`src/cnn_pkg.sv`:
```
package cnn_pkg;

  // image geometry
  // 4x4 input, one pixel of zero border on each side
  localparam int IMG_W  = 4;
  localparam int PAD_W  = 6;

  // 3x3 kernel, stride 1
  localparam int K_W    = 3;
  localparam int WIN_N  = 9;

  // one window per output position
  localparam int N_WIN  = 16;
  localparam int N_FILT = 2;

  // window ram address, indexes N_WIN words
  localparam int ADDR_W = 4;

  // data widths
  localparam int PIX_W  = 8;
  // 9 products of 8x8 bits plus bias, with headroom
  localparam int ACC_W  = 20;

  // single pixel or weight
  typedef logic signed [PIX_W-1:0] pix_t;

  // accumulated sum, wraps at 20 bits
  typedef logic signed [ACC_W-1:0] acc_t;

  // raw input image, row-major, index r*IMG_W+c
  typedef pix_t [IMG_W*IMG_W-1:0] img_t;

  // zero padded image, row-major, index r*PAD_W+c
  typedef pix_t [PAD_W*PAD_W-1:0] pad_img_t;

  // one 3x3 patch, row-major, index i*K_W+j
  typedef pix_t [WIN_N-1:0] win_t;

  // one kernel per filter, same layout as a window
  typedef win_t [N_FILT-1:0] kern_t;

  // one bias per filter
  typedef acc_t [N_FILT-1:0] bias_t;

  // feature map, filter outer, output position row-major inside
  typedef acc_t [N_FILT-1:0][N_WIN-1:0] fmap_t;

  // everything taken in on load
  typedef struct packed {
    img_t  img;
    kern_t kern;
    bias_t bias;
  } layer_in_t;

  // layer phases
  typedef enum logic [2:0] {
    CIDL,
    ZPAD,
    IM2C,
    DOTP,
    BIAS,
    FINI
  } calc_state_e;

endpackage

```
`src/add_bias.sv`:
```
`timescale 1ns/1ps

module add_bias
  import cnn_pkg::*;
(
  input  logic  clk,
  input  logic  arst_n,
  input  logic  en,
  input  fmap_t d,
  input  bias_t b,
  output fmap_t q
);

  fmap_t biased;

  // same bias for every position of a filter
  // plain 20-bit add, overflow wraps
  always_comb begin
    for (int f = 0; f < N_FILT; f++) begin
      for (int p = 0; p < N_WIN; p++) begin
        biased[f][p] = d[f][p] + b[f];
      end
    end
  end

  // layer output register
  // loaded only in BIAS, so q is stable through FINI and idle
  always_ff @(posedge clk or negedge arst_n) begin
    if (!arst_n) begin
      q <= '0;
    end else if (en) begin
      q <= biased;
    end
  end

endmodule

```
`config.mk`:
```
export PLATFORM = sky130hd
export DESIGN_NAME = add_bias
export DESIGN_NICKNAME = d
export VERILOG_FILES = /design/src/cnn_pkg.sv /design/src/add_bias.sv
export SDC_FILE = /design/constraint.sdc
export NUM_CORES = 2
export LEC_CHECK = 0
export BUFFER_PORTS_ARGS = -buffer_cell sky130_fd_sc_hd__buf_2
export CAP_MARGIN = 15
export CORE_AREA = 2 2 513 515
export CTS_BUF_LIST = sky130_fd_sc_hd__clkbuf_4
export DETAILED_ROUTE_END_ITERATION = 10
export DIE_AREA = 0 0 515 517
export MAX_ROUTING_LAYER = met4
export SYNTH_ARGS = -nofsm -noshare
export SYNTH_HDL_FRONTEND = slang
export SYNTH_SLANG_ARGS = --single-unit
```
`constraint.sdc`:
```
create_clock -name clk -period 1.1 [get_ports clk]
set_input_delay 0.11 -clock clk [delete_from_list [all_inputs] [get_ports clk]]
set_output_delay 0.11 -clock clk [all_outputs]
set_load 0.02 [all_outputs]
```
==> run summary <==
========================================================================================
Pin count of the biggest net entering global routing                                  55
Top flop regs                                                                    q (640)
Number of antenna violations at the first check in global routing                    124
Insertion delay to the later sink of the worst-skew pair                         1290 ps
HPWL reported at the end of detailed placement                                 266800 um
Global-route wire length before repair                                         474000 um
Failing checks                                                              negative hold slack, negative setup slack
Std-Cell Core Area                                                            261100 um2
Die area                                                                      266300 um2
Portion of the clock cycle consumed by the worst path in the final layout          2.024
GRT Overall Usage                                                                 0.2480
Final worst path period need                                                     2227 ps
Max-slew violation count                                                               0
Clock share of power                                                               0.185
Vias in the first global route                                                     70738
Number of sinks on the clock net                                                     640
FF+latch count, synth                                                                640
Ys flop type                                                                sky130_fd_sc_hd__dfrtp_1
Total nets after synthesis                                                          6940
Peak per-stage delay on the critical path                                         620 ps
Synth unique cells                                                                    76
Post-route cell area                                                          113500 um2
Sequential cell area fraction in the yosys report                                 0.3060
Ordered cell list for the critical path                                     clkbuf_4 > buf_12 > ha_4 > dlygate4sd3_1 > o21ai_2 > dlygate4sd3_1 > o21bai_2 > o211ai_1 > buf_4 > buf_4 > o21ai_4 > a21oi_2 > xnor2_1 > mux2_2
Max clock buf depth                                                                    4
Post-synthesis cell area                                                       52330 um2
Hold Crit Class                                                                   in2reg
Io pins                                                                             1323
Drt first pass iters                                                                   6
Top delay family on crit path                                               buffers and inverters
Detailed-route DRC error count                                                         0
Wire length per cell                                                            24.02 um
Switching fraction of total power                                                 0.4040
Setup TNS                                                                     -851110 ps
Peak VDD IR                                                                     1.061 mV
Area after detailed placement                                                  83700 um2
CTS Root Buffer Type                                                        sky130_fd_sc_hd__clkbuf_4
Core occupancy in the finished layout                                             0.4347
Final Setup Violations                                                              1593
Die Height                                                                        517 um
Buffering stage count on the worst path with inverters included                        6
Worst Tran Pin Value                                                            889.9 ps
Worst slew margin relative to its limit                                           0.4048
Worst Path Class, Setup                                                           in2reg
Internal power                                                                  82.06 mW
TritonCTS buffer count                                                               206
Commonest cells after routing, fill and taps aside                          2222 x sky130_fd_sc_hd__buf_4, 1270 x sky130_fd_sc_hd__dlygate4sd3_1, 696 x sky130_fd_sc_hd__buf_6
Worst-path maximum fanout                                                              4
Area growth syn-to-layout                                                         116.9%
Worst EP required                                                                2210 ps
Total Wirelength                                                               347600 um
Switching pwr                                                                   55.62 mW
Pre-CTS WS                                                                      -1672 ps
Data arrival time of the critical path                                           3340 ps
Yosys warns                                                                            0
Number of input and output port buffers inserted                                    1322
Number of flops mapped to enable cells by yosys                                        0
Final weighted congestion in routability-driven placement                         0.9757
Crit path capture type                                                              flop
Number of levels in the clock H-tree                                                   4
Power per cell area                                                          1213 nW/um2
Register bank with the most flops                                                      q
RSZ-0062 raised after global routing                                                 yes
Slowest stage cell on the critical path                                     sky130_fd_sc_hd__dlygate4sd3_1
Worst Setup Start Kind                                                        input port
Number of endpoints with negative hold slack in the final report                     384
Number of antenna-violating nets in the routed design                                  0
Most common library cell in the layout ignoring fill and taps               sky130_fd_sc_hd__buf_4
PnR worst setup slack                                                           -1127 ps
Reg power frac                                                                     0.252
Achievable Freq                                                                449.1 MHz
Result of the run                                                           finished with violations
Final setup skew                                                                    0 ps
Average via count per standard cell                                                4.798
Max-capacitance violation count                                                        0
Hold Worst Slack                                                               -575.5 ps
Initial detailed-routing violation count                                            4222
Via count                                                                          69430
Post-synthesis instance total                                                       5617
Flip-flop count of the largest register after layout                                 640
Part of the total power dissipated in combinational logic                          0.563
Post-Syn Area per Cell                                                         9.317 um2
Async set-or-reset flop fraction in the synthesized netlist                        1.000
Die boundary width                                                                515 um
Share of final-layout standard cells stronger than drive strength 1               0.5256
Standby leakage power                                                           52.17 nW
Standard-cell row count                                                              188
Clock tree from TritonCTS                                                          built
Initial cell density of the core                                                  0.2004
Clock transition at the registers of the reported paths                            70 ps
Final-stage net count                                                              12088
Grt total ovfl                                                                         0
========================================================================================
## cells by family (layout without fill, tap and decap cells)
group | after synthesis | in the layout | share of synthesized area
XOR/XNOR | 475 | 475 | 0.07949
multiplexers | 403 | 403 | 0.08650
other | 0 | 133 | 0
adder cells (fa/ha/maj) | 640 | 640 | 0.1576
AND/OR/NAND/NOR | 1320 | 1320 | 0.1184
flip-flops | 640 | 640 | 0.3060
buffers and inverters | 326 | 5628 | 0.02343
AO/OA/AOI/OAI | 1813 | 1813 | 0.2286
## metal layers
metal,up-vias,global-route usage,wire [um]
li1,31770,-,-
met1,33928,0.2714,133100
met2,2799,0.4055,162500
met3,933,0.06017,24760
met4,0,0.1538,27210
met5,-,-,0
## tightest hold or removal path, stage by stage
cell	delay, ps
sky130_fd_sc_hd__buf_2	110
sky130_fd_sc_hd__ha_4	140
sky130_fd_sc_hd__o21ai_1	90
sky130_fd_sc_hd__o21ai_0	180
sky130_fd_sc_hd__o2bb2ai_1	80
## metrics by stage
| step | std cells | power, mW | hold slack [ps] |
|---|---|---|---|
| 2_1_floorplan | 5617 | 61.03 | -185.6 |
| 5_1_grt | 14456 | 144.1 | -705.8 |
| 3_5_place_dp | 12080 | 90.13 | -63.03 |
| 6_report | 14472 | 137.7 | -575.5 |
| 3_3_place_gp | 12080 | 89.58 | -63.58 |
| 4_1_cts | 14091 | 131.5 | -749.1 |
## cell usage after synthesis, types with 121 or more instances
cell type / number / share of area
sky130_fd_sc_hd__dfrtp_1: 640 / 0.31
sky130_fd_sc_hd__ha_1: 608 / 0.15
sky130_fd_sc_hd__a21oi_1: 528 / 0.050
sky130_fd_sc_hd__mux2_2: 394 / 0.085
sky130_fd_sc_hd__nand2_1: 393 / 0.028
sky130_fd_sc_hd__nor2_1: 357 / 0.026
sky130_fd_sc_hd__xnor2_1: 335 / 0.056
sky130_fd_sc_hd__o21ai_0: 285 / 0.027
sky130_fd_sc_hd__a21o_1: 263 / 0.038
sky130_fd_sc_hd__inv_1: 167 / 0.012
sky130_fd_sc_hd__clkbuf_1: 141 / 0.010
sky130_fd_sc_hd__xor2_1: 140 / 0.023
sky130_fd_sc_hd__nand3_1: 121 / 0.012
## power by group through the flow
stage	combinational (mW)	sequential, mW	clock, mW
floorplan	22.5	38.5	0
global placement	56.0	33.5	0
detailed placement	56.5	33.6	0
CTS	70.8	34.5	26.2
global route	81.6	35.0	27.5
finish	77.5	34.7	25.5
## repair_timing
| action | in CTS | in global routing |
|---|---|---|
| hold buffers | 1450 | 519 |
| resized for setup | 1345 | 1076 |
| endpoints found under the setup margin | 710 | 1578 |
| pin swaps | 28 | 669 |
| hold endpoints to repair | 1280 | 586 |
| buffers inserted | 202 | 368 |
| cloned | 0 | 3 |
## layout make-up
| type | count | area (um2) |
|---|---|---|
| fill | 24397 | 147600 |
| timing repair buffer | 5099 | 45200 |
| multi-input combinational | 4651 | 44490 |
| sequential | 640 | 16100 |
| tap | 3420 | 4279 |
| clock buffer | 277 | 2079 |
| inverter | 167 | 634.4 |
| clock inverter | 85 | 386.6 |
| antenna | 133 | 332.8 |
## final timing paths
| check | from | to | slack, ps | cells after the start |
|---|---|---|---|---|
| min in group asynchronous | arst_n | q[209] | 60 | 3 |
| worst min register to register | q[614] | q[614] | 510 | 2 |
| worst min-delay path | d[462] | q[463] | -580 | 5 |
| worst max-delay path | b[22] | q[593] | -1130 | 14 |
| worst max register to register | q[456] | q[456] | -70 | 5 |
| max in group asynchronous | arst_n | q[75] | -140 | 5 |
Power figures use the tool's default switching activity.
