==> src/cnn_pkg.sv <==
package cnn_pkg;

  // image geometry
  // 4x4 input, one pixel of zero border on each side
  localparam int IMG_W  = 4;
  localparam int PAD_W  = 6;

  // 3x3 kernel, stride 1
  localparam int K_W    = 3;
  localparam int WIN_N  = 9;

  // one window per output position
  localparam int N_WIN  = 16;
  localparam int N_FILT = 2;

  // window ram address, indexes N_WIN words
  localparam int ADDR_W = 4;

  // data widths
  localparam int PIX_W  = 8;
  // 9 products of 8x8 bits plus bias, with headroom
  localparam int ACC_W  = 20;

  // single pixel or weight
  typedef logic signed [PIX_W-1:0] pix_t;

  // accumulated sum, wraps at 20 bits
  typedef logic signed [ACC_W-1:0] acc_t;

  // raw input image, row-major, index r*IMG_W+c
  typedef pix_t [IMG_W*IMG_W-1:0] img_t;

  // zero padded image, row-major, index r*PAD_W+c
  typedef pix_t [PAD_W*PAD_W-1:0] pad_img_t;

  // one 3x3 patch, row-major, index i*K_W+j
  typedef pix_t [WIN_N-1:0] win_t;

  // one kernel per filter, same layout as a window
  typedef win_t [N_FILT-1:0] kern_t;

  // one bias per filter
  typedef acc_t [N_FILT-1:0] bias_t;

  // feature map, filter outer, output position row-major inside
  typedef acc_t [N_FILT-1:0][N_WIN-1:0] fmap_t;

  // everything taken in on load
  typedef struct packed {
    img_t  img;
    kern_t kern;
    bias_t bias;
  } layer_in_t;

  // layer phases
  typedef enum logic [2:0] {
    CIDL,
    ZPAD,
    IM2C,
    DOTP,
    BIAS,
    FINI
  } calc_state_e;

endpackage

==> src/zero_padding.sv <==
`timescale 1ns/1ps

module zero_padding
  import cnn_pkg::*;
(
  input  logic     clk,
  input  logic     arst_n,
  input  logic     en,
  input  img_t     d,
  output pad_img_t q
);

  pad_img_t pad;

  // build the 6x6 frame
  // border stays zero, image goes one row down and one column in
  always_comb begin
    pad = '0;
    for (int r = 0; r < IMG_W; r++) begin
      for (int c = 0; c < IMG_W; c++) begin
        pad[(r + 1) * PAD_W + (c + 1)] = d[r * IMG_W + c];
      end
    end
  end

  // captured once per layer, in the single ZPAD cycle
  // held through IM2C while the windows are cut out
  always_ff @(posedge clk or negedge arst_n) begin
    if (!arst_n) begin
      q <= '0;
    end else if (en) begin
      q <= pad;
    end
  end

endmodule
==> config.mk <==
export PLATFORM = sky130hd
export DESIGN_NAME = zero_padding
export DESIGN_NICKNAME = d
export VERILOG_FILES = /design/src/cnn_pkg.sv /design/src/zero_padding.sv
export SDC_FILE = /design/constraint.sdc
export NUM_CORES = 1
export LEC_CHECK = 0
export BUFFER_PORTS_ARGS = -buffer_cell sky130_fd_sc_hd__buf_4
export CAP_MARGIN = 20
export CORE_AREA = 5 5 158 160
export CTS_CLUSTER_DIAMETER = 100
export DETAILED_ROUTE_END_ITERATION = 10
export DIE_AREA = 0 0 163 165
export GPL_TIMING_DRIVEN = 0
export SYNTH_ARGS = -nofsm -noshare
export SYNTH_HDL_FRONTEND = slang
export SYNTH_SLANG_ARGS = --single-unit
==> constraint.sdc <==
create_clock -name clk -period 0.87 [get_ports clk]
set_input_delay 0.1305 -clock clk [delete_from_list [all_inputs] [get_ports clk]]
set_output_delay 0.1305 -clock clk [all_outputs]
set_load 0.01 [all_outputs]
==> results of run 1 <==
-- stage by stage --
step | std cells | utilization (%) | hold slack (ns) | setup TNS, ns
5_1_grt | 1349 | 49.7 | -0.283 | -30.71
3_5_place_dp | 1167 | 38.6 | 0.159 | -20.82
6_report | 1349 | 49.7 | -0.311 | -23.69
2_1_floorplan | 590 | - | -0.165 | 0
4_1_cts | 1341 | 49.1 | -0.294 | -27.31
3_3_place_gp | 1166 | 38.5 | 0.363 | -129.14
-- final cells by class --
class                           count  area, um2  share of cell area (%)
Timing Repair Buffer              408       3930                    34.0
Sequential cell                   128       3200                    27.7
Multi-Input combinational cell    288       2070                    17.9
Buffer                            174       1380                    11.9
Clock buffer                       19        443                    3.83
Tap cell                          319        399                    3.46
Clock inverter                     13        128                    1.10
-- cells by family (layout without fill, tap and decap cells) --
logic type	count (synthesis)	count (layout)	share of synthesized area, %
mux	128	128	23.9
flops	128	128	53.1
buf+inv	174	614	22.9
other cells	1	160	0.0622
-- metal layers --
layer  wire length [um]  vias to the layer above
li1                   -                     2302
met1               6710                     2244
met2               9930                      242
met3               1820                       10
met4                134                        0
met5                  0                        -
-- cells in the final DEF (no fill, tap or decap) --
cell type,count
buf_16,1
buf_4,298
buf_6,147
bufinv_16,1
clkbuf_1,1
clkbuf_16,17
clkbuf_8,9
clkinv_2,1
clkinv_4,3
clkinvlp_4,3
conb_1,160
dfrtp_1,128
dlygate4sd3_1,128
inv_6,5
mux2_2,121
mux2_4,7
-- power breakdown --
part,switching (mW),total [mW],internal [mW]
clock network,2.83,6.89,4.06
logic,1.70,4.74,3.04
registers,0.438,7.00,6.56
total,4.97,18.6,13.7
-- worst paths after layout --
| kind | startpoint | end | slack, ns | depth (start not counted) |
|---|---|---|---|---|
| setup / recovery | q[213]$_DFFE_PN0P_ | q[213] | -0.23 | 1 |
| hold / removal | arst_n | q[214]$_DFFE_PN0P_ | -0.31 | 1 |
| setup reg to reg | q[155]$_DFFE_PN0P_ | q[155]$_DFFE_PN0P_ | -0.04 | 2 |
| hold reg to reg | q[119]$_DFFE_PN0P_ | q[119]$_DFFE_PN0P_ | 0.53 | 1 |
| max in group asynchronous | arst_n | q[172]$_DFFE_PN0P_ | 0.42 | 2 |
| min in group clk | en | q[183]$_DFFE_PN0P_ | 0.07 | 2 |
-- timing repair --
item	in CTS	in global routing
gates resized for setup	128	19
setup endpoints to repair	128	142
hold endpoints to repair	191	63
setup buffers	14	13
==> impl_metrics.ini, run 1 <==
[clock_network]
cts-root-buf = clkbuf_16
clk_pin_slew_worst_paths_ns = 0.06
cts_max_path_buffers = 2
clk_latency_ns = 0.40
numCtsBuffers = 17
cts_tree = done
cts_hold_buf = 128
htree_num_levels = 4
numClockSinks = 128

[yosys]
syn_avg_cell_area_um2 = 14.0
yosysTopAreaCell = dfrtp_1
synth_top_cells_by_count = buf_4, dfrtp_1, mux2_2, clkbuf_8, buf_6
synthFlopType = dfrtp_1
synth_edf_count = 0
syn-cell-area_mm2 = 0.00603
synthCells = 431
ys_seq_area_share_pct = 53.1
synth_top_area_share_pct = 53.1
ys.warnings.count = 0
yosysUniqueCellTypes = 6
ys_async_sr_fraction_pct = 100
yosysMostFrequentCell = buf_4
ys_seq_elements = 128
synth.area.top_cells = dfrtp_1, mux2_2, buf_4

[floorplan]
initial_utilization_pct = 25.9
core_area_mm2 = 0.0233
io_pins = 419
die_w_um = 163
dieArea_mm2 = 0.0269
placementRows = 56
die_h_um = 165

[worst_setup_path]
path_cells = buf_6
cp.arrival_ns = 0.97
crit_slowest_cell = dfrtp_1
cpLargestDelayFamily = flip-flops
path_buf_inv = 1
cp-start-kind = register
crit_type = register to output port
cp_data_required_time_ns = 0.74
path_max_fanout = 2
slowest_delay_ns = 0.42
critPathCaptureType = output port

[pwr]
ir_drop_mv = 1.03
powerDensity_mw_per_mm2 = 1610
power_mw = 18.6
p_leak_nw = 5.85

[finish]
design_area_mm2 = 0.0116
reg.largest.list = q x128
insertedDiodeCount = 0
nFillCells = 2041
largest-register = q
syn2layout_area_growth_pct = 91.7
final_layout_size_suffix_gt1_share_pct = 59.5
nNetsFinal = 1148
largest_reg_flops = 128

[placement]
routabilityCongestion = 0.676
place.detailed.hpwl_mm = 13.0
dpl_cell_area_mm2 = 0.00898
place_ws_ns = -0.212
io_buffers = 257

[global_route]
grt_use_met2_pct = 23.0
grt_overflow = 0
use_met1_pct = 14.0
grt_max_degree = 66
grt-busiest-layer = met2
grt_use_met3_pct = 5.79
grtUsageTotal_pct = 12.9
grt_pass1_vias = 5076
antenna_found_initial = 0
grt_pass1_wl_mm = 27.2

[outcome]
violations = negative hold slack, negative setup slack
status = complete, but fails checks

[route]
first_pass_iters = 4
drt-total-wl_mm = 18.6
vias = 4798
drc = 0
ant_nets = 0
post_drt_wl_per_cell_um = 13.8
drtIter0Drc = 71
avgViaCountPerCell = 3.56

[timing]
setup_ws_ns = -0.234
setup_viol_count_final = 149
min_period_ns = 1.10
maxSlewViolCount = 0
holdWs_ns = -0.311
fin_crit_sh_pct = 127
hold_viol_final = 63
fmaxAchievable_ghz = 0.905
worstMarginPinSlew_ns = 0.626
slew_headroom_pct = 58.2
skew_ns = 0
rsz0062_at_grt = yes

[worst_hold_path]
hold_path.class = primary input to asynchronous set/reset pin

[flow_run]
drv_cap = 0
Note: power is estimated with default switching activity, not from simulation.
==> run 2, diff against run 1 <==
==> constraint.sdc (replaced) <==
create_clock -name clk -period 0.87 [get_ports clk]
set_input_delay 0.1305 -clock clk [delete_from_list [all_inputs] [get_ports clk]]
set_output_delay 0.1305 -clock clk [all_outputs]
set_load 0.05 [all_outputs]
==> run 2 against run 1 <==
Effect of this change: the flow still finishes with violations (negative hold slack, negative setup slack); clock power grew 2%; sequential share of layout area grew 1.4 points; wire length shrank 1.0%; critical endpoint is now q[77].
==> impl_metrics.ini, run 2 (synthesis results as in run 1) <==
[worst_setup_path]
cp-start-kind = register
critPathCaptureType = output port
timing.rr.end = q[161]$_DFFE_PN0P_
slowest_delay_ns = 0.44
cp_data_required_time_ns = 0.74
path_buf_inv = 1
cp.arrival_ns = 1.01
path_cells = buf_6
cpLargestDelayFamily = flip-flops
worstRegToRegCells = 2
crit_slowest_cell = dfrtp_2
r2r_slack_ns = -0.04
worstReg2RegStart = q[161]$_DFFE_PN0P_
path_max_fanout = 2
crit_type = register to output port

[timing]
hold_viol_final = 63
setup_viol_count_final = 133
fin_crit_sh_pct = 131
worstMarginPinSlew_ns = 0.631
min_period_ns = 1.14
maxSlewViolCount = 0
skew_ns = 0
slew_headroom_pct = 58.0
holdWs_ns = -0.301
fmaxAchievable_ghz = 0.879
setup_ws_ns = -0.268
rsz0062_at_grt = yes
tns_ns = -28.67

[floorplan]
die_w_um = 163
die_h_um = 165
initial_utilization_pct = 25.9
placementRows = 56
core_area_mm2 = 0.0233
io_pins = 419
dieArea_mm2 = 0.0269

[worst_hold_path]
hold_path.class = primary input to asynchronous set/reset pin

[clock_network]
cts_hold_buf = 128
htree_num_levels = 4
cts_tree = done
cts_max_path_buffers = 2
cts-root-buf = clkbuf_16
numCtsBuffers = 17
clk_latency_ns = 0.40
clk_pin_slew_worst_paths_ns = 0.06
numClockSinks = 128

[finish]
layout_commonest_cell = buf_4
final_layout_size_suffix_gt1_share_pct = 71.6
reg.largest.list = q x128
final_util_pct = 49.6
syn2layout_area_growth_pct = 91.4
finalNonFillerCells = 1332
largest-register = q
final_cell_mix = buf_4, conb_1, buf_6
largest_reg_flops = 128
nNetsFinal = 1131
insertedDiodeCount = 0

[global_route]
grt_pass1_vias = 5234
grtUsageTotal_pct = 13.1
grt_overflow = 0
grt_max_degree = 66
grt_pass1_wl_mm = 27.8
antenna_found_initial = 0

[route]
drc = 0
drtIter0Drc = 85
avgViaCountPerCell = 3.59
vias = 4779
post_drt_wl_per_cell_um = 13.8
first_pass_iters = 4
ant_nets = 0
drt-total-wl_mm = 18.4

[outcome]
status = complete, but fails checks
violations = negative hold slack, negative setup slack

[pwr]
p_leak_nw = 5.60
ir_drop_mv = 1.26
powerDensity_mw_per_mm2 = 1900

[placement]
io_buffers = 257
dp.cells = 1167
place.detailed.hpwl_mm = 13.3
routabilityCongestion = 0.721

[flow_run]
drv_cap = 0
run 2: changes by cell type in the layout (fill, tap and decap cells not counted), moves of 2 or more:
cell and delta:
buf_4 -5, buf_6 -14, buf_8 +2, clkinv_2 +2, dfrtp_1 -128, dfrtp_2 +128
mux2_2 +7, mux2_4 -7
run 2: how the worst max path moves through the flow:
stage,start,end,slack [ns],depth (start not counted)
after global placement,arst_n,q[225]$_DFFE_PN0P_,-1.04,1
after global routing,q[77]$_DFFE_PN0P_,q[77],-0.31,1
after detailed placement,en,q[85]$_DFFE_PN0P_,-0.23,3
final,q[77]$_DFFE_PN0P_,q[77],-0.27,1
after CTS,q[86]$_DFFE_PN0P_,q[86],-0.29,1
after floorplan,q[104]$_DFFE_PN0P_,q[104]$_DFFE_PN0P_,-0.03,1
run 2: cell type report:
| type | instances | area [um2] |
|---|---|---|
| Tap cell | 319 | 399 |
| Buffer | 174 | 1380 |
| Fill cell | 2040 | 11700 |
| Sequential cell | 128 | 3360 |
| Timing Repair Buffer | 391 | 3770 |
| Clock inverter | 15 | 158 |
| Multi-Input combinational cell | 288 | 2040 |
| Clock buffer | 17 | 425 |
run 2: report_power, final:
| part | switching, mW | internal [mW] |
|---|---|---|
| Clock | 2.82 | 4.25 |
| Combinational | 4.73 | 3.01 |
| Sequential | 0.435 | 6.66 |
| Total | 7.98 | 13.9 |
run 2: layer usage:
layer | wire length, um | track usage, %
met1 | 6460 | 13.9
met2 | 9950 | 23.9
met3 | 1760 | 5.29
met4 | 239 | 3.51
met5 | 0 | 0
run 2: repair_timing:
| item | CTS | global route |
|---|---|---|
| hold endpoints to repair | 191 | 63 |
| resized for setup | 128 | 2 |
| pin swaps | 0 | 0 |
| endpoints found under the setup margin | 128 | 128 |
| setup buffers | 0 | 5 |
run 2: metrics by stage:
stage | total power, mW | area, um2 | setup slack (ns) | hold WS, ns
after floorplan | 12.0 | 6780 | -0.0324 | -0.165
after global routing | 22.9 | 11500 | -0.307 | -0.276
after global placement | 13.8 | 9110 | -1.04 | 0.363
after detailed placement | 13.9 | 9140 | -0.227 | 0.168
after CTS | 22.1 | 11500 | -0.290 | -0.282
final | 21.9 | 11500 | -0.268 | -0.301
