==> src/cnn_pkg.sv <==
package cnn_pkg;

  // image geometry
  // 4x4 input, one pixel of zero border on each side
  localparam int IMG_W  = 4;
  localparam int PAD_W  = 6;

  // 3x3 kernel, stride 1
  localparam int K_W    = 3;
  localparam int WIN_N  = 9;

  // one window per output position
  localparam int N_WIN  = 16;
  localparam int N_FILT = 2;

  // window ram address, indexes N_WIN words
  localparam int ADDR_W = 4;

  // data widths
  localparam int PIX_W  = 8;
  // 9 products of 8x8 bits plus bias, with headroom
  localparam int ACC_W  = 20;

  // single pixel or weight
  typedef logic signed [PIX_W-1:0] pix_t;

  // accumulated sum, wraps at 20 bits
  typedef logic signed [ACC_W-1:0] acc_t;

  // raw input image, row-major, index r*IMG_W+c
  typedef pix_t [IMG_W*IMG_W-1:0] img_t;

  // zero padded image, row-major, index r*PAD_W+c
  typedef pix_t [PAD_W*PAD_W-1:0] pad_img_t;

  // one 3x3 patch, row-major, index i*K_W+j
  typedef pix_t [WIN_N-1:0] win_t;

  // one kernel per filter, same layout as a window
  typedef win_t [N_FILT-1:0] kern_t;

  // one bias per filter
  typedef acc_t [N_FILT-1:0] bias_t;

  // feature map, filter outer, output position row-major inside
  typedef acc_t [N_FILT-1:0][N_WIN-1:0] fmap_t;

  // everything taken in on load
  typedef struct packed {
    img_t  img;
    kern_t kern;
    bias_t bias;
  } layer_in_t;

  // layer phases
  typedef enum logic [2:0] {
    CIDL,
    ZPAD,
    IM2C,
    DOTP,
    BIAS,
    FINI
  } calc_state_e;

endpackage

==> src/window_ram.sv <==
`timescale 1ns/1ps

module window_ram
  import cnn_pkg::*;
(
  input  logic              clk,
  input  logic              we,
  input  logic [ADDR_W-1:0] addr,
  input  win_t              d,
  output win_t              q
);

  // one 72-bit word per output position
  win_t mem [N_WIN];

  // write side, filled during IM2C
  always_ff @(posedge clk) begin
    if (we) begin
      mem[addr] <= d;
    end
  end

  // read side, one cycle latency
  // read and write phases never overlap
  always_ff @(posedge clk) begin
    q <= mem[addr];
  end

endmodule

==> config.mk <==
export PLATFORM = sky130hd
export DESIGN_NAME = window_ram
export DESIGN_NICKNAME = d
export VERILOG_FILES = /design/src/cnn_pkg.sv /design/src/window_ram.sv
export SDC_FILE = /design/constraint.sdc
export NUM_CORES = 1
export LEC_CHECK = 0
export BUFFER_PORTS_ARGS = -buffer_cell sky130_fd_sc_hd__buf_2
export CORE_AREA = 2 2 288 290
export DETAILED_ROUTE_END_ITERATION = 6
export DIE_AREA = 0 0 290 292
export GPL_ROUTABILITY_DRIVEN = 0
export GPL_TIMING_DRIVEN = 1
export HOLD_SLACK_MARGIN = 0.03
export MAX_ROUTING_LAYER = met4
export PLACE_DENSITY = 0.72
export SLEW_MARGIN = 20
export SYNTH_ARGS = -nofsm -noshare
export SYNTH_HDL_FRONTEND = slang
export SYNTH_SLANG_ARGS = --single-unit
export TNS_END_PERCENT = 5
==> constraint.sdc <==
create_clock -name clk -period 7.1 [get_ports clk]
set_input_delay 1.42 -clock clk [delete_from_list [all_inputs] [get_ports clk]]
set_output_delay 1.42 -clock clk [all_outputs]
set_load 0.005 [all_outputs]
==> summary.txt, run 1 <==
Clock network
  – PostCTS Resize Cnt: 0
  – Hold_buf cts: 0
  – Clk_lat worst skew: about 0.7 ns
  – Clk slew on worst S/H paths: 0.06 ns
  – CTS tree: done
  – Htree depth: 3
  – Post-CTS Setup Bufs: 0
  – CTS Buf Count: roughly 110
  – Root buffer cell: clkbuf_16
  – TritonCTS Sinks: between 1k and 1.5k
  – Max Buffers Root-to-Sink: 3

Power
  – PD cells: 294 nW/um2
  – Power, Total: roughly 15 mW
  – VDD IR max: 0.206 mV
  – Leak Pwr: around 16 nW

Worst hold path
  – Cell depth of the worst hold path: 3
  – WHS Endpoint: q[30]
  – Hold Crit Start: mem[15][30]
  – Worst Hold Class: flip-flop to flip-flop

Worst setup path
  – Register-to-Register Path Depth: 3
  – Worst R2R End: q[20]
  – Setup slack, reg-to-reg: 5.60 ns
  – Critical R2R Launch: mem[2][20]
  – Worst-path fanout max: between 90 and 100
  – Crit path capture type: flip-flop
  – Worst Path Required: ~7.4 ns
  – WP data arrival: about 4.1 ns
  – Worst setup SP type: input port
  – Crit Path Class: input port to flip-flop

GRT
  – Grt total ovfl: 0
  – First-pass GRT wire length: about 140000 um
  – GRT Util Overall: 23.0%
  – Pin count of the biggest net entering global routing: 141
  – Vias in the first global route: roughly 21k
  – Initial antenna violation count: 12

Final layout
  – Area grow syn2layout: 13.1%
  – Most frequent cells in the layout: edfxtp_1 (1152), mux4_2 (288), buf_2 (147), a22oi_1 (144), clkbuf_16 (116)
  – Commonest non-fill, non-tap cell in the layout: edfxtp_1
  – Finished Cell Area: around 50000 um2
  – Share of cells above drive strength 1: a little under a third
  – Post-Layout Cell Count: around 3.2k
  – Filler cells: 5377
  – Nets: roughly 2.1k
  – Util after Layout: between 60% and 70%

Synthesis
  – Yosys cell types: 18
  – Yosys warning total: 0
  – Syn Inst Count: ~1.9k
  – Synthesized area: between 40000 and 50000 um2
  – Synthesized Nets: ~1.9k
  – Post-synth top area share: between 70% and 80%
  – Area contributors post-synth: edfxtp_1 (78%), mux4_2 (15%), dfxtp_1 (3.2%), a22oi_1 (2.4%), nand2_1 (0.62%)
  – Syn Area/Cell: roughly 24 um2
  – Cell taking the most area after synthesis: edfxtp_1
  – Register area share after synthesis: 80.9%
  – FF+latch count, synth: between 1k and 1.5k

Place
  – Detail Placement HPWL: 46900 um
  – Port bufs: around 150
  – Placed Area: between 40000 and 50000 um2
  – Placed insts: about 3k

Timing
  – Worst hold slack: 0.650 ns
  – Final Hold Fails: 0
  – Fmax: around 260 MHz
  – Minimum clock period: approximately 3.8 ns
  – # setup viols final: 0
  – Clk_skew: 0.0225 ns
  – Tcrit/Tclk final: between 50 and 60%
  – RSZ-0062 raised after global routing: false
  – Rel. slew slack: 27.3%
  – Actual slew at the worst max-slew pin: around 1.1 ns
  – Slew Limit Fails: 0

Detailed routing
  – Post-Route WL: around 93000 um
  – Wire per inst: between 20 and 30 um
  – Post-route antenna net violation count: 0
  – Pre-antenna DRT Iters: 7
  – DRT iter0 DRCs: ~2.2k
  – Vias per cell: just over 6
  – # DRC: 0
  – Detailed-route via count: ~20k

Floorplanning
  – DIE AREA: approximately 85000 um2
  – Core Rows: approximately 110
  – Die width: ~290 um
  – Core area: a little over 80000 um2
  – # IOs: 150
  – Die height: ~290 um
  – Initial Utilization: about 55%

Job
  – Max Cap Violations: 0

Status
  – Status: finished clean
[how the worst max path moves through the flow]
stage / from / end
final: addr[1] / mem[3][29]
after global routing: addr[0] / q[37]
after CTS: addr[0] / q[38]
after detailed placement: addr[0] / q[33]
after global placement: addr[0] / q[38]
after floorplan: addr[1] / mem[0][0]
[state kept, by name (all words and copies together), names as in the netlist]
signal and cells:
q 72, mem 1152
[per-stage QoR]
stage	setup slack [ns]	setup TNS, ns
6_report	3.31	0
5_1_grt	3.01	0
4_1_cts	3.23	0
3_5_place_dp	2.53	0
3_3_place_gp	2.59	0
2_1_floorplan	-0.372	-107.20
[routing by layer]
| metal | vias up | wire length, um | track usage (%) |
|---|---|---|---|
| li1 | 8376 | - | - |
| met1 | 10800 | 37500 | 31.3 |
| met2 | 827 | 46500 | 36.0 |
| met3 | 130 | 7370 | 4.67 |
| met4 | 0 | 1790 | 6.29 |
| met5 | - | 0 | - |
[cell type report]
| cell class | count | area [um2] | share of cell area [%] |
|---|---|---|---|
| diodes | 10 | 25.0 | 0.0497 |
| clock buffers | 153 | 3070 | 6.10 |
| clock inverters | 63 | 637 | 1.26 |
| multi-input cells | 531 | 8110 | 16.1 |
| flip-flops and latches | 1224 | 36000 | 71.5 |
| well taps | 1070 | 1340 | 2.66 |
| repair buffers | 190 | 1160 | 2.30 |
[worst max-delay path: stages]
cell	delay (ns)
buf_8	0.56
nand2_1	0.49
nor2_4	0.21
buf_4	0.54
buf_4	0.66
[kinds of logic (layout without fill, tap and decap cells)]
kind of cell    count (synthesis)  after routing  synth area share, %
compound gates                144            144                 2.43
buf+inv                        97            406                 1.17
flops                        1224           1224                 80.9
mux                           288            288                 14.6
other cells                     0             10                    0
simple gates                   99             99                0.905
[Yosys cell counts]
cell         n
nand2_1     73
mux4_2     288
buf_1       22
buf_6       12
or3b_2       1
dfxtp_1     72
buf_4       14
nand3_1      1
nor3_1       4
nand3b_1     2
and2_1       1
nor2b_1      2
nor2_1      13
clkbuf_1    37
edfxtp_1  1152
a22oi_1    144
buf_2       12
nand2b_1     2
[report_power, final]
group          switching (mW)  total [mW]  internal [mW]  leakage [nW]
Clock                    2.54        6.02           3.47          1.81
Combinational           0.399       0.675          0.276          3.32
Sequential             0.0530        8.13           8.08          11.0
Total                    3.00        14.8           11.8          16.1
Power figures use the tool's default switching activity.
==> inputs of run 2 (changes only) <==
==> constraint.sdc (replaced) <==
create_clock -name clk -period 3.1 [get_ports clk]
set_input_delay 0.62 -clock clk [delete_from_list [all_inputs] [get_ports clk]]
set_output_delay 0.62 -clock clk [all_outputs]
set_load 0.005 [all_outputs]
==> summary.txt, run 2 (synthesized netlist as in run 1, its figures left out) <==
Status
  – Status: finished clean

Floorplanning
  – Die height: ~290 um
  – Initial Utilization: 54.6%
  – DIE AREA: around 85000 um2
  – Core area: a little over 80000 um2
  – Core Rows: approximately 110
  – Die width: between 200 and 300 um
  – # IOs: 150

GRT
  – Initial antenna violation count: 16
  – GRT Util Overall: about a quarter
  – Vias in the first global route: about 21k
  – Pin count of the biggest net entering global routing: 79
  – First-pass GRT wire length: between 100000 and 150000 um
  – Grt total ovfl: 0

Worst setup path
  – Crit-path leading delay family: flip-flops
  – Worst setup SP type: flip-flop
  – CP Cell Sequence: buf_2
  – Worst Path Required: about 2.5 ns
  – Crit path capture type: output port
  – Buffers & Inverters on Critical Path: 1
  – Worst-path fanout max: 1
  – WP data arrival: 1.29 ns
  – Worst stage delay on the critical path: roughly 0.46 ns
  – Crit path max-delay cell type: dfxtp_1
  – Crit Path Class: flip-flop to output port

Detailed routing
  – # DRC: 0
  – Post-Route WL: 96900 um
  – Pre-antenna DRT Iters: 5
  – Post-route antenna net violation count: 0
  – Vias per cell: 6.26
  – Detailed-route via count: around 20k
  – DRT iter0 DRCs: around 2.7k
  – Wire per inst: a little under 30 um

Clock network
  – Hold_buf cts: 0
  – PostCTS Resize Cnt: 0
  – Htree depth: 3
  – Max Buffers Root-to-Sink: 3
  – CTS tree: done
  – Post-CTS Setup Bufs: 0
  – CTS Buf Count: 115
  – Root buffer cell: clkbuf_16
  – Clk_lat worst skew: 0.70 ns
  – TritonCTS Sinks: roughly 1.2k
  – Clk slew on worst S/H paths: about 0.060 ns

Power
  – PD cells: about 670 nW/um2
  – Power, Total: about 34 mW
  – VDD IR max: a little under 0.5 mV
  – Leak Pwr: ~16 nW

Timing
  – Actual slew at the worst max-slew pin: roughly 0.69 ns
  – Setup Total Neg Slack: 0 ns
  – Tcrit/Tclk final: roughly 62%
  – Rel. slew slack: between 50 and 60%
  – Final Hold Fails: 0
  – # setup viols final: 0
  – Slew Limit Fails: 0
  – Minimum clock period: ~1.9 ns
  – RSZ-0062 raised after global routing: false
  – Worst hold slack: approximately 0.29 ns
  – Fmax: between 500 and 600 MHz
  – Clk_skew: 0.0286 ns

Final layout
  – Nets: 2155
  – Most frequent cells in the layout: edfxtp_1 (1152), mux4_2 (288), buf_2 (147), a22oi_1 (144), clkbuf_16 (115)
  – Largest register by flop count: mem
  – Commonest non-fill, non-tap cell in the layout: edfxtp_1
  – Area grow syn2layout: 14.4%
  – Top flop regs: mem (1152), q (72)
  – Post-Layout Cell Count: around 3.3k
  – Largest register FFs: around 1.2k
  – Share of cells above drive strength 1: 31.4%

Job
  – Max Cap Violations: 0

Place
  – Placed insts: between 3k and 4k
  – Detail Placement HPWL: between 40000 and 50000 um
  – Port bufs: between 100 and 150

Worst hold path
  – Worst Hold Class: input port to flip-flop
run 2: cell count changes in the layout (fill, tap and decap cells not counted), moves of 5 or more:
cell      change
clkbuf_1      -8
clkbuf_8     +11
buf_4        -13
diode_2       +5
buf_12       +29
clkinv_2      -7
run 2: worst paths after layout:
check         startpoint          to  slack, ns  cells past startpoint
max reg2reg   mem[1][17]       q[17]       1.65                      3
min                 d[7]  mem[15][7]       0.29                      1
max                q[14]       q[14]       1.19                      1
min reg2reg  mem[15][67]       q[67]       0.66                      3
run 2: cell type report:
type	count	area (um2)
Antenna cell	15	37.5
Clock buffer	155	3170
Clock inverter	62	619
Fill cell	5230	30600
Multi-Input combinational cell	531	8130
Sequential cell	1224	36000
Tap cell	1070	1340
Timing Repair Buffer	205	1610
run 2: worst register-to-register path, cell delays in order, from the launching register on:
cell and delay (ns):
edfxtp_1 0.42, mux4_2 0.49, a22oi_1 0.29, nand2_1 0.13
run 2: through the flow:
stage	worst slack, ns	util [%]	cell area (um2)
floorplan	-0.583	-	44700
CTS	1.17	62.4	50900
finish	1.19	62.4	50900
global placement	0.548	57.8	47100
detailed placement	0.534	57.8	47100
global route	1.14	62.4	50900
run 2: metal layers:
layer	global-route usage (%)	wire length, um	vias up	share of wire [%]
met4	6.57	1830	0	1.9
met1	32.1	37400	10928	39
li1	-	-	8412	-
met3	4.09	8560	142	8.8
met5	-	0	-	0
met2	38.4	49100	951	51
run 2: power breakdown:
group / total (mW) / internal, mW / leakage, nW / switching, mW
registers: 18.6 / 18.5 / 11.0 / 0.145
clock network: 13.9 / 7.95 / 1.83 / 5.98
logic: 1.57 / 0.666 / 3.50 / 0.907
total: 34.1 / 27.1 / 16.3 / 7.03
