[config.mk]
export PLATFORM = sky130hd
export DESIGN_NAME = state_calc
export DESIGN_NICKNAME = d
export VERILOG_FILES = /design/src/cnn_pkg.sv /design/src/state_calc.sv
export SDC_FILE = /design/constraint.sdc
export NUM_CORES = 1
export LEC_CHECK = 0
export ABC_AREA = 1
export BUFFER_PORTS_ARGS = -buffer_cell sky130_fd_sc_hd__buf_2
export CAP_MARGIN = 20
export CORE_AREA = 4 4 41 43
export DETAILED_ROUTE_END_ITERATION = 8
export DIE_AREA = 0 0 45 47
export GPL_TIMING_DRIVEN = 0
export SLEW_MARGIN = 20
export SYNTH_ARGS = -nofsm -noshare
export SYNTH_HDL_FRONTEND = slang
export SYNTH_SLANG_ARGS = --single-unit
[constraint.sdc]
create_clock -name clk -period 1.25 [get_ports clk]
set_clock_uncertainty 0.15 [all_clocks]
set_input_delay 0.3125 -clock clk [delete_from_list [all_inputs] [get_ports clk]]
set_output_delay 0.3125 -clock clk [all_outputs]
set_load 0.02 [all_outputs]
[src/cnn_pkg.sv]
package cnn_pkg;

  // image geometry
  // 4x4 input, one pixel of zero border on each side
  localparam int IMG_W  = 4;
  localparam int PAD_W  = 6;

  // 3x3 kernel, stride 1
  localparam int K_W    = 3;
  localparam int WIN_N  = 9;

  // one window per output position
  localparam int N_WIN  = 16;
  localparam int N_FILT = 2;

  // window ram address, indexes N_WIN words
  localparam int ADDR_W = 4;

  // data widths
  localparam int PIX_W  = 8;
  // 9 products of 8x8 bits plus bias, with headroom
  localparam int ACC_W  = 20;

  // single pixel or weight
  typedef logic signed [PIX_W-1:0] pix_t;

  // accumulated sum, wraps at 20 bits
  typedef logic signed [ACC_W-1:0] acc_t;

  // raw input image, row-major, index r*IMG_W+c
  typedef pix_t [IMG_W*IMG_W-1:0] img_t;

  // zero padded image, row-major, index r*PAD_W+c
  typedef pix_t [PAD_W*PAD_W-1:0] pad_img_t;

  // one 3x3 patch, row-major, index i*K_W+j
  typedef pix_t [WIN_N-1:0] win_t;

  // one kernel per filter, same layout as a window
  typedef win_t [N_FILT-1:0] kern_t;

  // one bias per filter
  typedef acc_t [N_FILT-1:0] bias_t;

  // feature map, filter outer, output position row-major inside
  typedef acc_t [N_FILT-1:0][N_WIN-1:0] fmap_t;

  // everything taken in on load
  typedef struct packed {
    img_t  img;
    kern_t kern;
    bias_t bias;
  } layer_in_t;

  // layer phases
  typedef enum logic [2:0] {
    CIDL,
    ZPAD,
    IM2C,
    DOTP,
    BIAS,
    FINI
  } calc_state_e;

endpackage

[src/state_calc.sv]
`timescale 1ns/1ps

module state_calc
  import cnn_pkg::*;
(
  input  logic        clk,
  input  logic        arst_n,
  input  logic        run,
  input  logic        adv,
  output calc_state_e q
);

  calc_state_e state_nxt;

  // phase order is fixed
  // idle waits for run, the work phases wait for adv
  always_comb begin
    state_nxt = q;
    case (q)
      CIDL: begin
        if (run) begin
          state_nxt = ZPAD;
        end
      end
      ZPAD: begin
        if (adv) begin
          state_nxt = IM2C;
        end
      end
      IM2C: begin
        if (adv) begin
          state_nxt = DOTP;
        end
      end
      DOTP: begin
        if (adv) begin
          state_nxt = BIAS;
        end
      end
      BIAS: begin
        if (adv) begin
          state_nxt = FINI;
        end
      end
      // result shown for one cycle only
      FINI: begin
        state_nxt = CIDL;
      end
      // unused codes fall back to idle
      default: begin
        state_nxt = CIDL;
      end
    endcase
  end

  always_ff @(posedge clk or negedge arst_n) begin
    if (!arst_n) begin
      q <= CIDL;
    end else begin
      q <= state_nxt;
    end
  end

  // the two spare 3-bit codes must never be reached
  assert property (@(posedge clk) disable iff (!arst_n)
    q inside {CIDL, ZPAD, IM2C, DOTP, BIAS, FINI})
    else $error("state_calc: illegal state code %0d", q);

endmodule

==> impl_metrics.csv, run 1 <==
group,metric,value,unit
run_status,outcome,"complete, but fails checks",
run_status,failing_checks,"negative setup slack",
logic_synthesis,synthesis.yosys.warnings,0,
clocking,cts_tree,"yes",
routing,drtPass1Iterations,4,
clocking,clock_path_buffers,2,
logic_synthesis,synth_top_family_by_area,"simple AND/OR/NAND/NOR gates",
logic_synthesis,postSynth.asyncResetShare,100.0,%
timing,slew_worst_pin,0.1969,ns
floorplan,dieWidth,45,µm
logic_synthesis,synth_top_area_share,40.00,%
placed_design,gp_congestion,0.6836,
final_layout,num-fill-cells,150,
global_routing,grt_max_degree,6,
worst_setup_path,crit_buf_inv,1,
power_and_ir_drop,internal_power,0.5335,mW
floorplan,floorplan.die.height,47,µm
power_and_ir_drop,power.density_cell_area,2790,mW/mm²
worst_setup_path,critical-path-max-stage-delay,0.44,ns
clocking,clock_sink_count,3,
worst_setup_path,criticalPathCategory,"flip-flop to output port",
worst_setup_path,endpoint_kind,"output port",
timing,hold_viol,0,
global_routing,antenna_found_initial,0,
floorplan,num_rows,13,
logic_synthesis,synth-seq-area-share,40.00,%
power_and_ir_drop,peakVddDrop,1.113,mV
global_routing,global_route_usage_over_all_layers,4.905,%
clocking,cts-buffers-inserted,3,
routing,route.detailed.vias_per_inst,3.818,
logic_synthesis,synthTopCellsByArea,"sky130_fd_sc_hd__dfrtp_1, sky130_fd_sc_hd__nand2_1, sky130_fd_sc_hd__nand3_1, sky130_fd_sc_hd__nand2_2, sky130_fd_sc_hd__nand3b_2",
placed_design,post-place-cells,46,
worst_setup_path,arrival,0.82,ns
worst_setup_path,worstSetupStartpointType,"flip-flop",
power_and_ir_drop,p_seq_share,22.8,%
clocking,h_tree_level_count,1,
logic_synthesis,post_syn_instances,25,
worst_setup_path,timing.critical_path.required,0.79,ns
logic_synthesis,synthMuxAreaShare,0,%
logic_synthesis,cell_type_with_the_largest_total_area_after_synthesis,"sky130_fd_sc_hd__dfrtp_1",
timing,setup_ws,-0.02971,ns
logic_synthesis,synth_edf_count,0,
power_and_ir_drop,p_sw,0.3847,mW
routing,detailedRoute.firstIterationViolations,9,
logic_synthesis,synth_compound_area_share,5.333,%
final_layout,reg_top3,"q: 3 flops",
clocking,clkTransAtPathRegs,0.04,ns
routing,route.detailed.wl_per_inst,8.364,µm
worst_setup_path,path_delay_family,"flip-flops",
logic_synthesis,synth_area_per_cell,7.507,µm²
global_routing,grt_pass1_wl,710,µm
logic_synthesis,synthXorXnorAreaFrac,0,%
routing,routed_wirelength,460,µm
logic_synthesis,synth-seq-cells,3,
global_routing,grt-ovfl-total,0,
flow_run,drv_cap,0,
timing,period_share,102.4,%
floorplan,floorplan.io_pins,7,
clocking,worst_skew_pair.late_latency,0.23,ns
power_and_ir_drop,power.static_leakage,0.1744,nW
routing,routed-via-count,210,
timing,number_of_failing_setup_endpoints_in_the_final_timing_report,4,
global_routing,via_count_of_the_first_global_routing_pass,186,
power_and_ir_drop,power_frac_comb,59.0,%
timing,rsz_0062_raised_after_global_routing,"true",
final_layout,largest_register,"q",
logic_synthesis,synth_top_cells_by_count,"sky130_fd_sc_hd__nand2_1, sky130_fd_sc_hd__dfrtp_1, sky130_fd_sc_hd__nand3_1",
worst_setup_path,critical_path.cell_chain,"buf_6",
logic_synthesis,synthSimpleGateAreaFrac,50.67,%
logic_synthesis,post-synth-top-count-cell,"sky130_fd_sc_hd__nand2_1",
final_layout,synthToLayoutAreaGrowth,75.33,%
timing,clock.fmax,0.7814,GHz
logic_synthesis,post_synth_fa_ha_maj_area_fraction,0,%
routing,final_antenna_net_count,0,
worst_setup_path,critPathMaxFanout,5,
final_layout,insertedDiodeCount,0,
logic_synthesis,postSynth.topFlopCell,"sky130_fd_sc_hd__dfrtp_1",
final_layout,largest_register_ff_count,3,
final_layout,nets,45,
power_and_ir_drop,swShare,41.90,%
min_path,timing.hold.worst.class,"input pin to flip-flop",
clocking,cts.root.buffer_cell,"sky130_fd_sc_hd__clkbuf_4",
power_and_ir_drop,clkPwrFrac,18.2,%
logic_synthesis,post_synth_design_cell_area,187.7,µm²
timing,slew_violations,0,
worst_setup_path,timing.critical_path.slowest_stage_cell,"sky130_fd_sc_hd__dfrtp_2",
floorplan,floorplan.die_area,0.002115,mm²
logic_synthesis,yosysUniqueCellTypes,12,
floorplan,initial_core_util,14.42,%
final_layout,final_instance_count_excl_fillers,55,
timing,min_period,1.280,ns
logic_synthesis,synthesis.nets,29,
placed_design,dp_worst_setup_slack,0.03075,ns
timing,rel_slew_slack,86.78,%
final_layout,post_route_cells_drive_above_1_share,50.00,%
routing,drcViolationCount,0,
placed_design,place.port_buffers,6,
floorplan,coreArea,0.001301,mm²
-- final cells by class --
class | count | area, µm² | area share (%)
multi-input combinational | 20 | 110.1 | 33.46
sequential | 3 | 77.57 | 23.57
clock buffer | 4 | 26.28 | 7.985
inverter | 2 | 7.507 | 2.281
timing repair buffer | 11 | 88.84 | 27.00
tap | 15 | 18.77 | 5.703
-- tightest hold or removal path, delay by kind of cell --
kind,cells,cell delay (ns)
buf+inv,2,0.14
simple gates,2,0.13
-- cells in the final DEF, fill, tap and decap left out, types with 2 or more instances in the layout --
cell / instances
sky130_fd_sc_hd__dfrtp_2: 2
sky130_fd_sc_hd__clkbuf_4: 3
sky130_fd_sc_hd__nand2_1: 8
sky130_fd_sc_hd__inv_1: 2
sky130_fd_sc_hd__nand3_1: 3
sky130_fd_sc_hd__nand2_2: 2
sky130_fd_sc_hd__buf_2: 5
sky130_fd_sc_hd__buf_4: 3
-- power by group through the flow --
stage | logic, mW | clock network [mW] | registers, mW
final | 0.542 | 0.167 | 0.209
after floorplan | 0.221 | 0 | 0.263
after CTS | 0.512 | 0.171 | 0.209
after global placement | 0.357 | 0 | 0.221
after detailed placement | 0.358 | 0 | 0.221
after global routing | 0.601 | 0.183 | 0.220
-- per-stage QoR --
step	instance area [µm²]	hold slack (ns)	power, mW	util, %	TNS (ns)
after floorplan	192.7	-0.1331	0.4846	-	0
after global placement	241.5	-0.04018	0.5771	18.56	0
after detailed placement	241.5	-0.03853	0.5790	18.56	0
after CTS	321.6	0.2368	0.8914	24.71	-0.1028
after global routing	329.1	0.2629	1.005	25.29	-0.4325
final	329.1	0.2359	0.9182	25.29	-0.1107
-- cell families after synthesis --
kind of cell	Yosys count
buffers and inverters	2
AND/OR/NAND/NOR	18
flip-flops	3
AO/OA/AOI/OAI	2
-- routing by layer --
| layer | share of wire, % | track usage (%) | vias up | wire, µm |
|---|---|---|---|---|
| li1 | - | - | 113 | - |
| met5 | 0 | 0 | - | 0 |
| met1 | 48 | 6.393 | 89 | 223 |
| met4 | 0 | 0 | 0 | 0 |
| met3 | 9.8 | 4.598 | 0 | 45 |
| met2 | 42 | 6.215 | 8 | 191 |
-- repair_timing --
action / 4_1_cts / 5_1_grt
endpoints found under the setup margin: 3 / 5
hold endpoints to repair: 3 / 0
pin swaps: 0 / 1
gates resized for setup: 4 / 0
setup buffers: 3 / 1
hold buffers: 1 / 0
-- path summary, 6_finish.rpt --
check / end / slack (ns) / from / cells after the start
max: q[0] / -0.03 / q[0]$_DFFE_PN0P_ / 1
min: q[2]$_DFFE_PN0P_ / 0.24 / adv / 4
max reg2reg: q[1]$_DFFE_PN0P_ / -0.03 / q[1]$_DFFE_PN0P_ / 5
min reg2reg: q[1]$_DFFE_PN0P_ / 0.38 / q[1]$_DFFE_PN0P_ / 2
max in group asynchronous: q[0]$_DFFE_PN0P_ / 0.57 / arst_n / 2
min in group asynchronous: q[2]$_DFFE_PN0P_ / 0.26 / arst_n / 2
Power figures use the tool's default switching activity.
==> run 2: changes to the inputs <==
--- a/config.mk
+++ b/config.mk
@@ -9,6 +9,7 @@
 export BUFFER_PORTS_ARGS = -buffer_cell sky130_fd_sc_hd__buf_2
 export CAP_MARGIN = 20
 export CORE_AREA = 4 4 41 43
+export CTS_BUF_LIST = sky130_fd_sc_hd__clkbuf_4 sky130_fd_sc_hd__clkbuf_8 sky130_fd_sc_hd__clkbuf_16
 export DETAILED_ROUTE_END_ITERATION = 8
 export DIE_AREA = 0 0 45 47
 export GPL_TIMING_DRIVEN = 0
==> impl_metrics.csv, run 2 (synthesis results as in run 1) <==
group,metric,value,unit
routing,routed-via-count,212,
floorplan,floorplan.die_area,0.002115,mm²
worst_setup_path,timing.critical_path.required,0.79,ns
timing,clock.fmax,0.7810,GHz
clocking,clock_sink_count,3,
final_layout,largest_register,"q",
power_and_ir_drop,power.total,0.9394,mW
worst_setup_path,arrival,0.82,ns
min_path,min_path_cells,4,
final_layout,final_instance_count_excl_fillers,55,
placed_design,place.port_buffers,6,
final_layout,final-seq-area,77.57,µm²
worst_setup_path,crit_buf_inv,1,
clocking,worst_skew_pair.late_latency,0.23,ns
final_layout,largest_register_ff_count,3,
timing,slew_violations,0,
timing,rel_slew_slack,86.78,%
worst_setup_path,worstSetupStartpointType,"flip-flop",
placed_design,gp_congestion,0.6836,
routing,drtPass1Iterations,4,
routing,routed_wirelength,461,µm
timing,min_period,1.280,ns
worst_setup_path,endpoint_kind,"output port",
floorplan,floorplan.die.height,47,µm
clocking,cts-buffers-inserted,3,
power_and_ir_drop,peakVddDrop,1.114,mV
final_layout,multi_input_comb_area,110.1,µm²
global_routing,grt_pass1_wl,724,µm
power_and_ir_drop,power.density_cell_area,2823,mW/mm²
worst_setup_path,critPathMaxFanout,5,
power_and_ir_drop,clkPwrFrac,20.0,%
timing,slew_worst_pin,0.1969,ns
worst_setup_path,critical_path.cell_chain,"buf_6",
min_path,timing.hold.worst.class,"input pin to flip-flop",
timing,number_of_failing_setup_endpoints_in_the_final_timing_report,4,
global_routing,grt-ovfl-total,0,
clocking,clkTransAtPathRegs,0.04,ns
routing,final_antenna_net_count,0,
routing,detailedRoute.firstIterationViolations,9,
floorplan,coreArea,0.001301,mm²
placed_design,dp_worst_setup_slack,0.03075,ns
worst_setup_path,worstSetupPathDepth,1,
final_layout,mostFrequentLayoutCells,"sky130_fd_sc_hd__nand2_1, sky130_fd_sc_hd__buf_2, sky130_fd_sc_hd__clkbuf_4",
routing,route.detailed.vias_per_inst,3.855,
worst_setup_path,r2r_cells,5,
clocking,cts_tree,"yes",
worst_setup_path,criticalPathCategory,"flip-flop to output port",
floorplan,dieWidth,45,µm
power_and_ir_drop,power.static_leakage,0.1778,nW
clocking,cts.root.buffer_cell,"sky130_fd_sc_hd__clkbuf_4",
global_routing,via_count_of_the_first_global_routing_pass,189,
final_layout,num-fill-cells,150,
routing,route.detailed.wl_per_inst,8.382,µm
run_status,failing_checks,"negative setup slack",
placed_design,post-place-cells,46,
routing,drcViolationCount,0,
final_layout,insertedDiodeCount,0,
global_routing,global_route_usage_over_all_layers,5.142,%
worst_setup_path,path_delay_family,"flip-flops",
floorplan,num_rows,13,
global_routing,grt_max_degree,6,
clocking,clock_path_buffers,2,
power_and_ir_drop,p_sw,0.3843,mW
timing,setup_ws,-0.03042,ns
clocking,h_tree_level_count,1,
timing,hold_viol,0,
power_and_ir_drop,swShare,40.91,%
worst_setup_path,timing.critical_path.slowest_stage_cell,"sky130_fd_sc_hd__dfrtp_2",
run_status,outcome,"complete, but fails checks",
final_layout,reg_top3,"q: 3 flops",
flow_run,drv_cap,0,
timing,period_share,102.4,%
floorplan,floorplan.io_pins,7,
final_layout,post_route_cells_drive_above_1_share,52.50,%
final_layout,layout_commonest_cell,"sky130_fd_sc_hd__nand2_1",
final_layout,nets,45,
final_layout,end_of_flow_core_utilization,25.58,%
power_and_ir_drop,p_seq_share,22.3,%
global_routing,antenna_found_initial,0,
power_and_ir_drop,internal_power,0.5551,mW
floorplan,initial_core_util,14.42,%
final_layout,synthToLayoutAreaGrowth,77.33,%
worst_setup_path,critical-path-max-stage-delay,0.44,ns
timing,whs,0.2362,ns
timing,rsz_0062_raised_after_global_routing,"true",
power_and_ir_drop,power_frac_comb,57.7,%
## run 2: power groups by stage
stage	sequential [mW]	combinational [mW]	clock, mW
after floorplan	0.263	0.221	0
after global placement	0.221	0.357	0
after detailed placement	0.221	0.358	0
after CTS	0.209	0.512	0.194
after global routing	0.220	0.601	0.207
final	0.210	0.542	0.188
## run 2: worst paths after layout
kind / from / to / slack, ns
worst max-delay path: q[0]$_DFFE_PN0P_ / q[0] / -0.03
worst min register to register: q[1]$_DFFE_PN0P_ / q[1]$_DFFE_PN0P_ / 0.38
worst min-delay path: adv / q[2]$_DFFE_PN0P_ / 0.24
min in group asynchronous: arst_n / q[2]$_DFFE_PN0P_ / 0.26
max in group asynchronous: arst_n / q[0]$_DFFE_PN0P_ / 0.57
worst max register to register: q[1]$_DFFE_PN0P_ / q[1]$_DFFE_PN0P_ / -0.03
## run 2: stage by stage
stage / setup TNS [ns] / instance area (µm²)
after global placement: 0 / 241.5
after global routing: -0.4378 / 332.8
after CTS: -0.1078 / 325.3
final: -0.1111 / 332.8
after detailed placement: 0 / 241.5
after floorplan: 0 / 192.7
## run 2: layout make-up
| class | instances | share of cell area [%] |
|---|---|---|
| multi-input combinational | 20 | 33.08 |
| timing repair buffer | 11 | 26.69 |
| sequential | 3 | 23.31 |
| clock buffer | 4 | 9.023 |
| tap | 15 | 5.639 |
| inverter | 2 | 2.256 |
## run 2: per-layer routing
metal,global-route usage (%),part of all wire (%),vias up,wire length [µm]
met5,0,0,-,0
met2,6.215,42,8,193
met1,6.393,48,90,222
met3,4.598,9.8,0,45
met4,1.754,0,0,0
li1,-,-,114,-
## run 2: repair_timing
action | 4_1_cts | 5_1_grt
hold endpoints to repair | 3 | 0
hold buffers | 1 | 0
setup buffers | 3 | 1
setup endpoints to repair | 3 | 5
pin swaps | 0 | 1
resized for setup | 4 | 0
==> run 3: changes to the inputs <==
--- a/config.mk
+++ b/config.mk
@@ -12,7 +12,8 @@
 export CTS_BUF_LIST = sky130_fd_sc_hd__clkbuf_4 sky130_fd_sc_hd__clkbuf_8 sky130_fd_sc_hd__clkbuf_16
 export DETAILED_ROUTE_END_ITERATION = 8
 export DIE_AREA = 0 0 45 47
-export GPL_TIMING_DRIVEN = 0
+export REMOVE_ABC_BUFFERS = 1
+export SKIP_CTS_REPAIR_TIMING = 1
 export SLEW_MARGIN = 20
 export SYNTH_ARGS = -nofsm -noshare
 export SYNTH_HDL_FRONTEND = slang
==> impl_metrics.csv, run 3 (synthesis results as in run 1) <==
group,metric,value,unit
routing,route.detailed.vias_per_inst,3.964,
power_and_ir_drop,power.density_cell_area,2748,mW/mm²
clocking,clkTransAtPathRegs,0.04,ns
min_path,timing.hold.worst.class,"input pin to flip-flop",
global_routing,via_count_of_the_first_global_routing_pass,171,
routing,drcViolationCount,0,
clocking,cts-buffers-inserted,3,
power_and_ir_drop,peakVddDrop,1.133,mV
timing,setup_ws,-0.1122,ns
global_routing,grt-ovfl-total,0,
timing,clock.fmax,0.7341,GHz
final_layout,num-fill-cells,152,
final_layout,synthToLayoutAreaGrowth,76.00,%
floorplan,initial_core_util,14.42,%
floorplan,coreArea,0.001301,mm²
floorplan,num_rows,13,
floorplan,dieWidth,45,µm
routing,routed_wirelength,453,µm
power_and_ir_drop,power.static_leakage,0.1776,nW
global_routing,antenna_found_initial,0,
worst_setup_path,endpoint_kind,"output port",
worst_setup_path,arrival,0.90,ns
routing,detailedRoute.firstIterationViolations,1,
power_and_ir_drop,power.total,0.9078,mW
timing,min_period,1.362,ns
worst_setup_path,criticalPathCategory,"flip-flop to output port",
final_layout,insertedDiodeCount,0,
routing,drtPass1Iterations,2,
clocking,h_tree_level_count,1,
global_routing,grt_pass1_wl,662,µm
timing,hold_viol,0,
timing,slew_violations,0,
run_status,outcome,"complete, but fails checks",
clocking,worst_skew_pair.late_latency,0.23,ns
timing,finalSetupTns,-0.1383,ns
routing,route.detailed.wl_per_inst,8.236,µm
timing,slew_worst_pin,0.1957,ns
routing,final_antenna_net_count,0,
clocking,clock_path_buffers,2,
final_layout,largest_register_ff_count,3,
timing,rsz_0062_raised_after_global_routing,"true",
timing,rel_slew_slack,86.87,%
placed_design,dp_hpwl,310.5,µm
final_layout,layout_commonest_cell,"sky130_fd_sc_hd__nand2_1",
final_layout,reg_top3,"q: 3 flops",
global_routing,grt_max_degree,7,
run_status,failing_checks,"negative setup slack",
clocking,cts.root.buffer_cell,"sky130_fd_sc_hd__clkbuf_4",
routing,routed-via-count,218,
final_layout,mostFrequentLayoutCells,"sky130_fd_sc_hd__nand2_1, sky130_fd_sc_hd__clkbuf_4, sky130_fd_sc_hd__buf_6",
floorplan,floorplan.die.height,47,µm
worst_setup_path,critPathMaxFanout,4,
worst_setup_path,timing.critical_path.required,0.79,ns
placed_design,gp_congestion,0.7667,
final_layout,post_route_cells_drive_above_1_share,50.00,%
final_layout,largest_register,"q",
final_layout,nets,45,
clocking,clock_sink_count,3,
global_routing,global_route_usage_over_all_layers,4.671,%
timing,whs,0.2444,ns
clocking,cts_tree,"yes",
placed_design,place.port_buffers,6,
floorplan,floorplan.die_area,0.002115,mm²
timing,period_share,109.0,%
flow_run,drv_cap,0,
floorplan,floorplan.io_pins,7,
timing,number_of_failing_setup_endpoints_in_the_final_timing_report,3,
worst_setup_path,worstSetupStartpointType,"flip-flop",
run 3: per-layer routing:
metal	part of all wire (%)	routed length, µm	vias to the layer above	track usage (%)
met5	0	0	-	0
met4	0	0	0	1.754
met3	12	54	0	4.981
met2	42	191	7	5.650
met1	46	207	98	5.263
li1	-	-	113	-
run 3: worst max-delay path: stages, from the launching register on:
cell                      delay, ns
sky130_fd_sc_hd__dfrtp_1       0.41
sky130_fd_sc_hd__buf_6         0.14
sky130_fd_sc_hd__buf_6         0.12
run 3: area by class of cell:
type                            count  area [µm²]  area share (%)
Clock buffer                        4       30.03           9.091
Multi-Input combinational cell     20       105.1           31.82
Sequential cell                     3       76.32           23.11
Tap cell                           15       18.77           5.682
Inverter                            2       7.507           2.273
Timing Repair Buffer               11       92.59           28.03
run 3: metrics by stage:
| step | utilization, % | instance area (µm²) | cells | setup WS, ns |
|---|---|---|---|---|
| after floorplan | - | 187.7 | 25 | -0.01682 |
| after global placement | 18.75 | 244.0 | 47 | 0.02793 |
| after detailed placement | 18.75 | 244.0 | 47 | 0.02734 |
| after CTS | 21.06 | 274.0 | 51 | -0.1560 |
| after global routing | 25.38 | 330.3 | 55 | -0.1492 |
| final | 25.38 | 330.3 | 55 | -0.1122 |
run 3: worst paths after layout:
check	from	end	cells after the start	slack [ns]
setup / recovery	q[0]$_DFFE_PN0P_	q[0]	2	-0.11
hold / removal	adv	q[2]$_DFFE_PN0P_	4	0.24
setup reg to reg	q[0]$_DFFE_PN0P_	q[1]$_DFFE_PN0P_	6	0.01
hold reg to reg	q[2]$_DFFE_PN0P_	q[2]$_DFFE_PN0P_	2	0.47
max in group asynchronous	arst_n	q[1]$_DFFE_PN0P_	2	0.57
min in group asynchronous	arst_n	q[2]$_DFFE_PN0P_	2	0.26
run 3: report_power, final:
| group | leakage [nW] | internal (mW) | switching (mW) |
|---|---|---|---|
| clock | 0.0184 | 0.141 | 0.0464 |
| sequential | 0.0363 | 0.147 | 0.0643 |
| combinational | 0.123 | 0.254 | 0.256 |
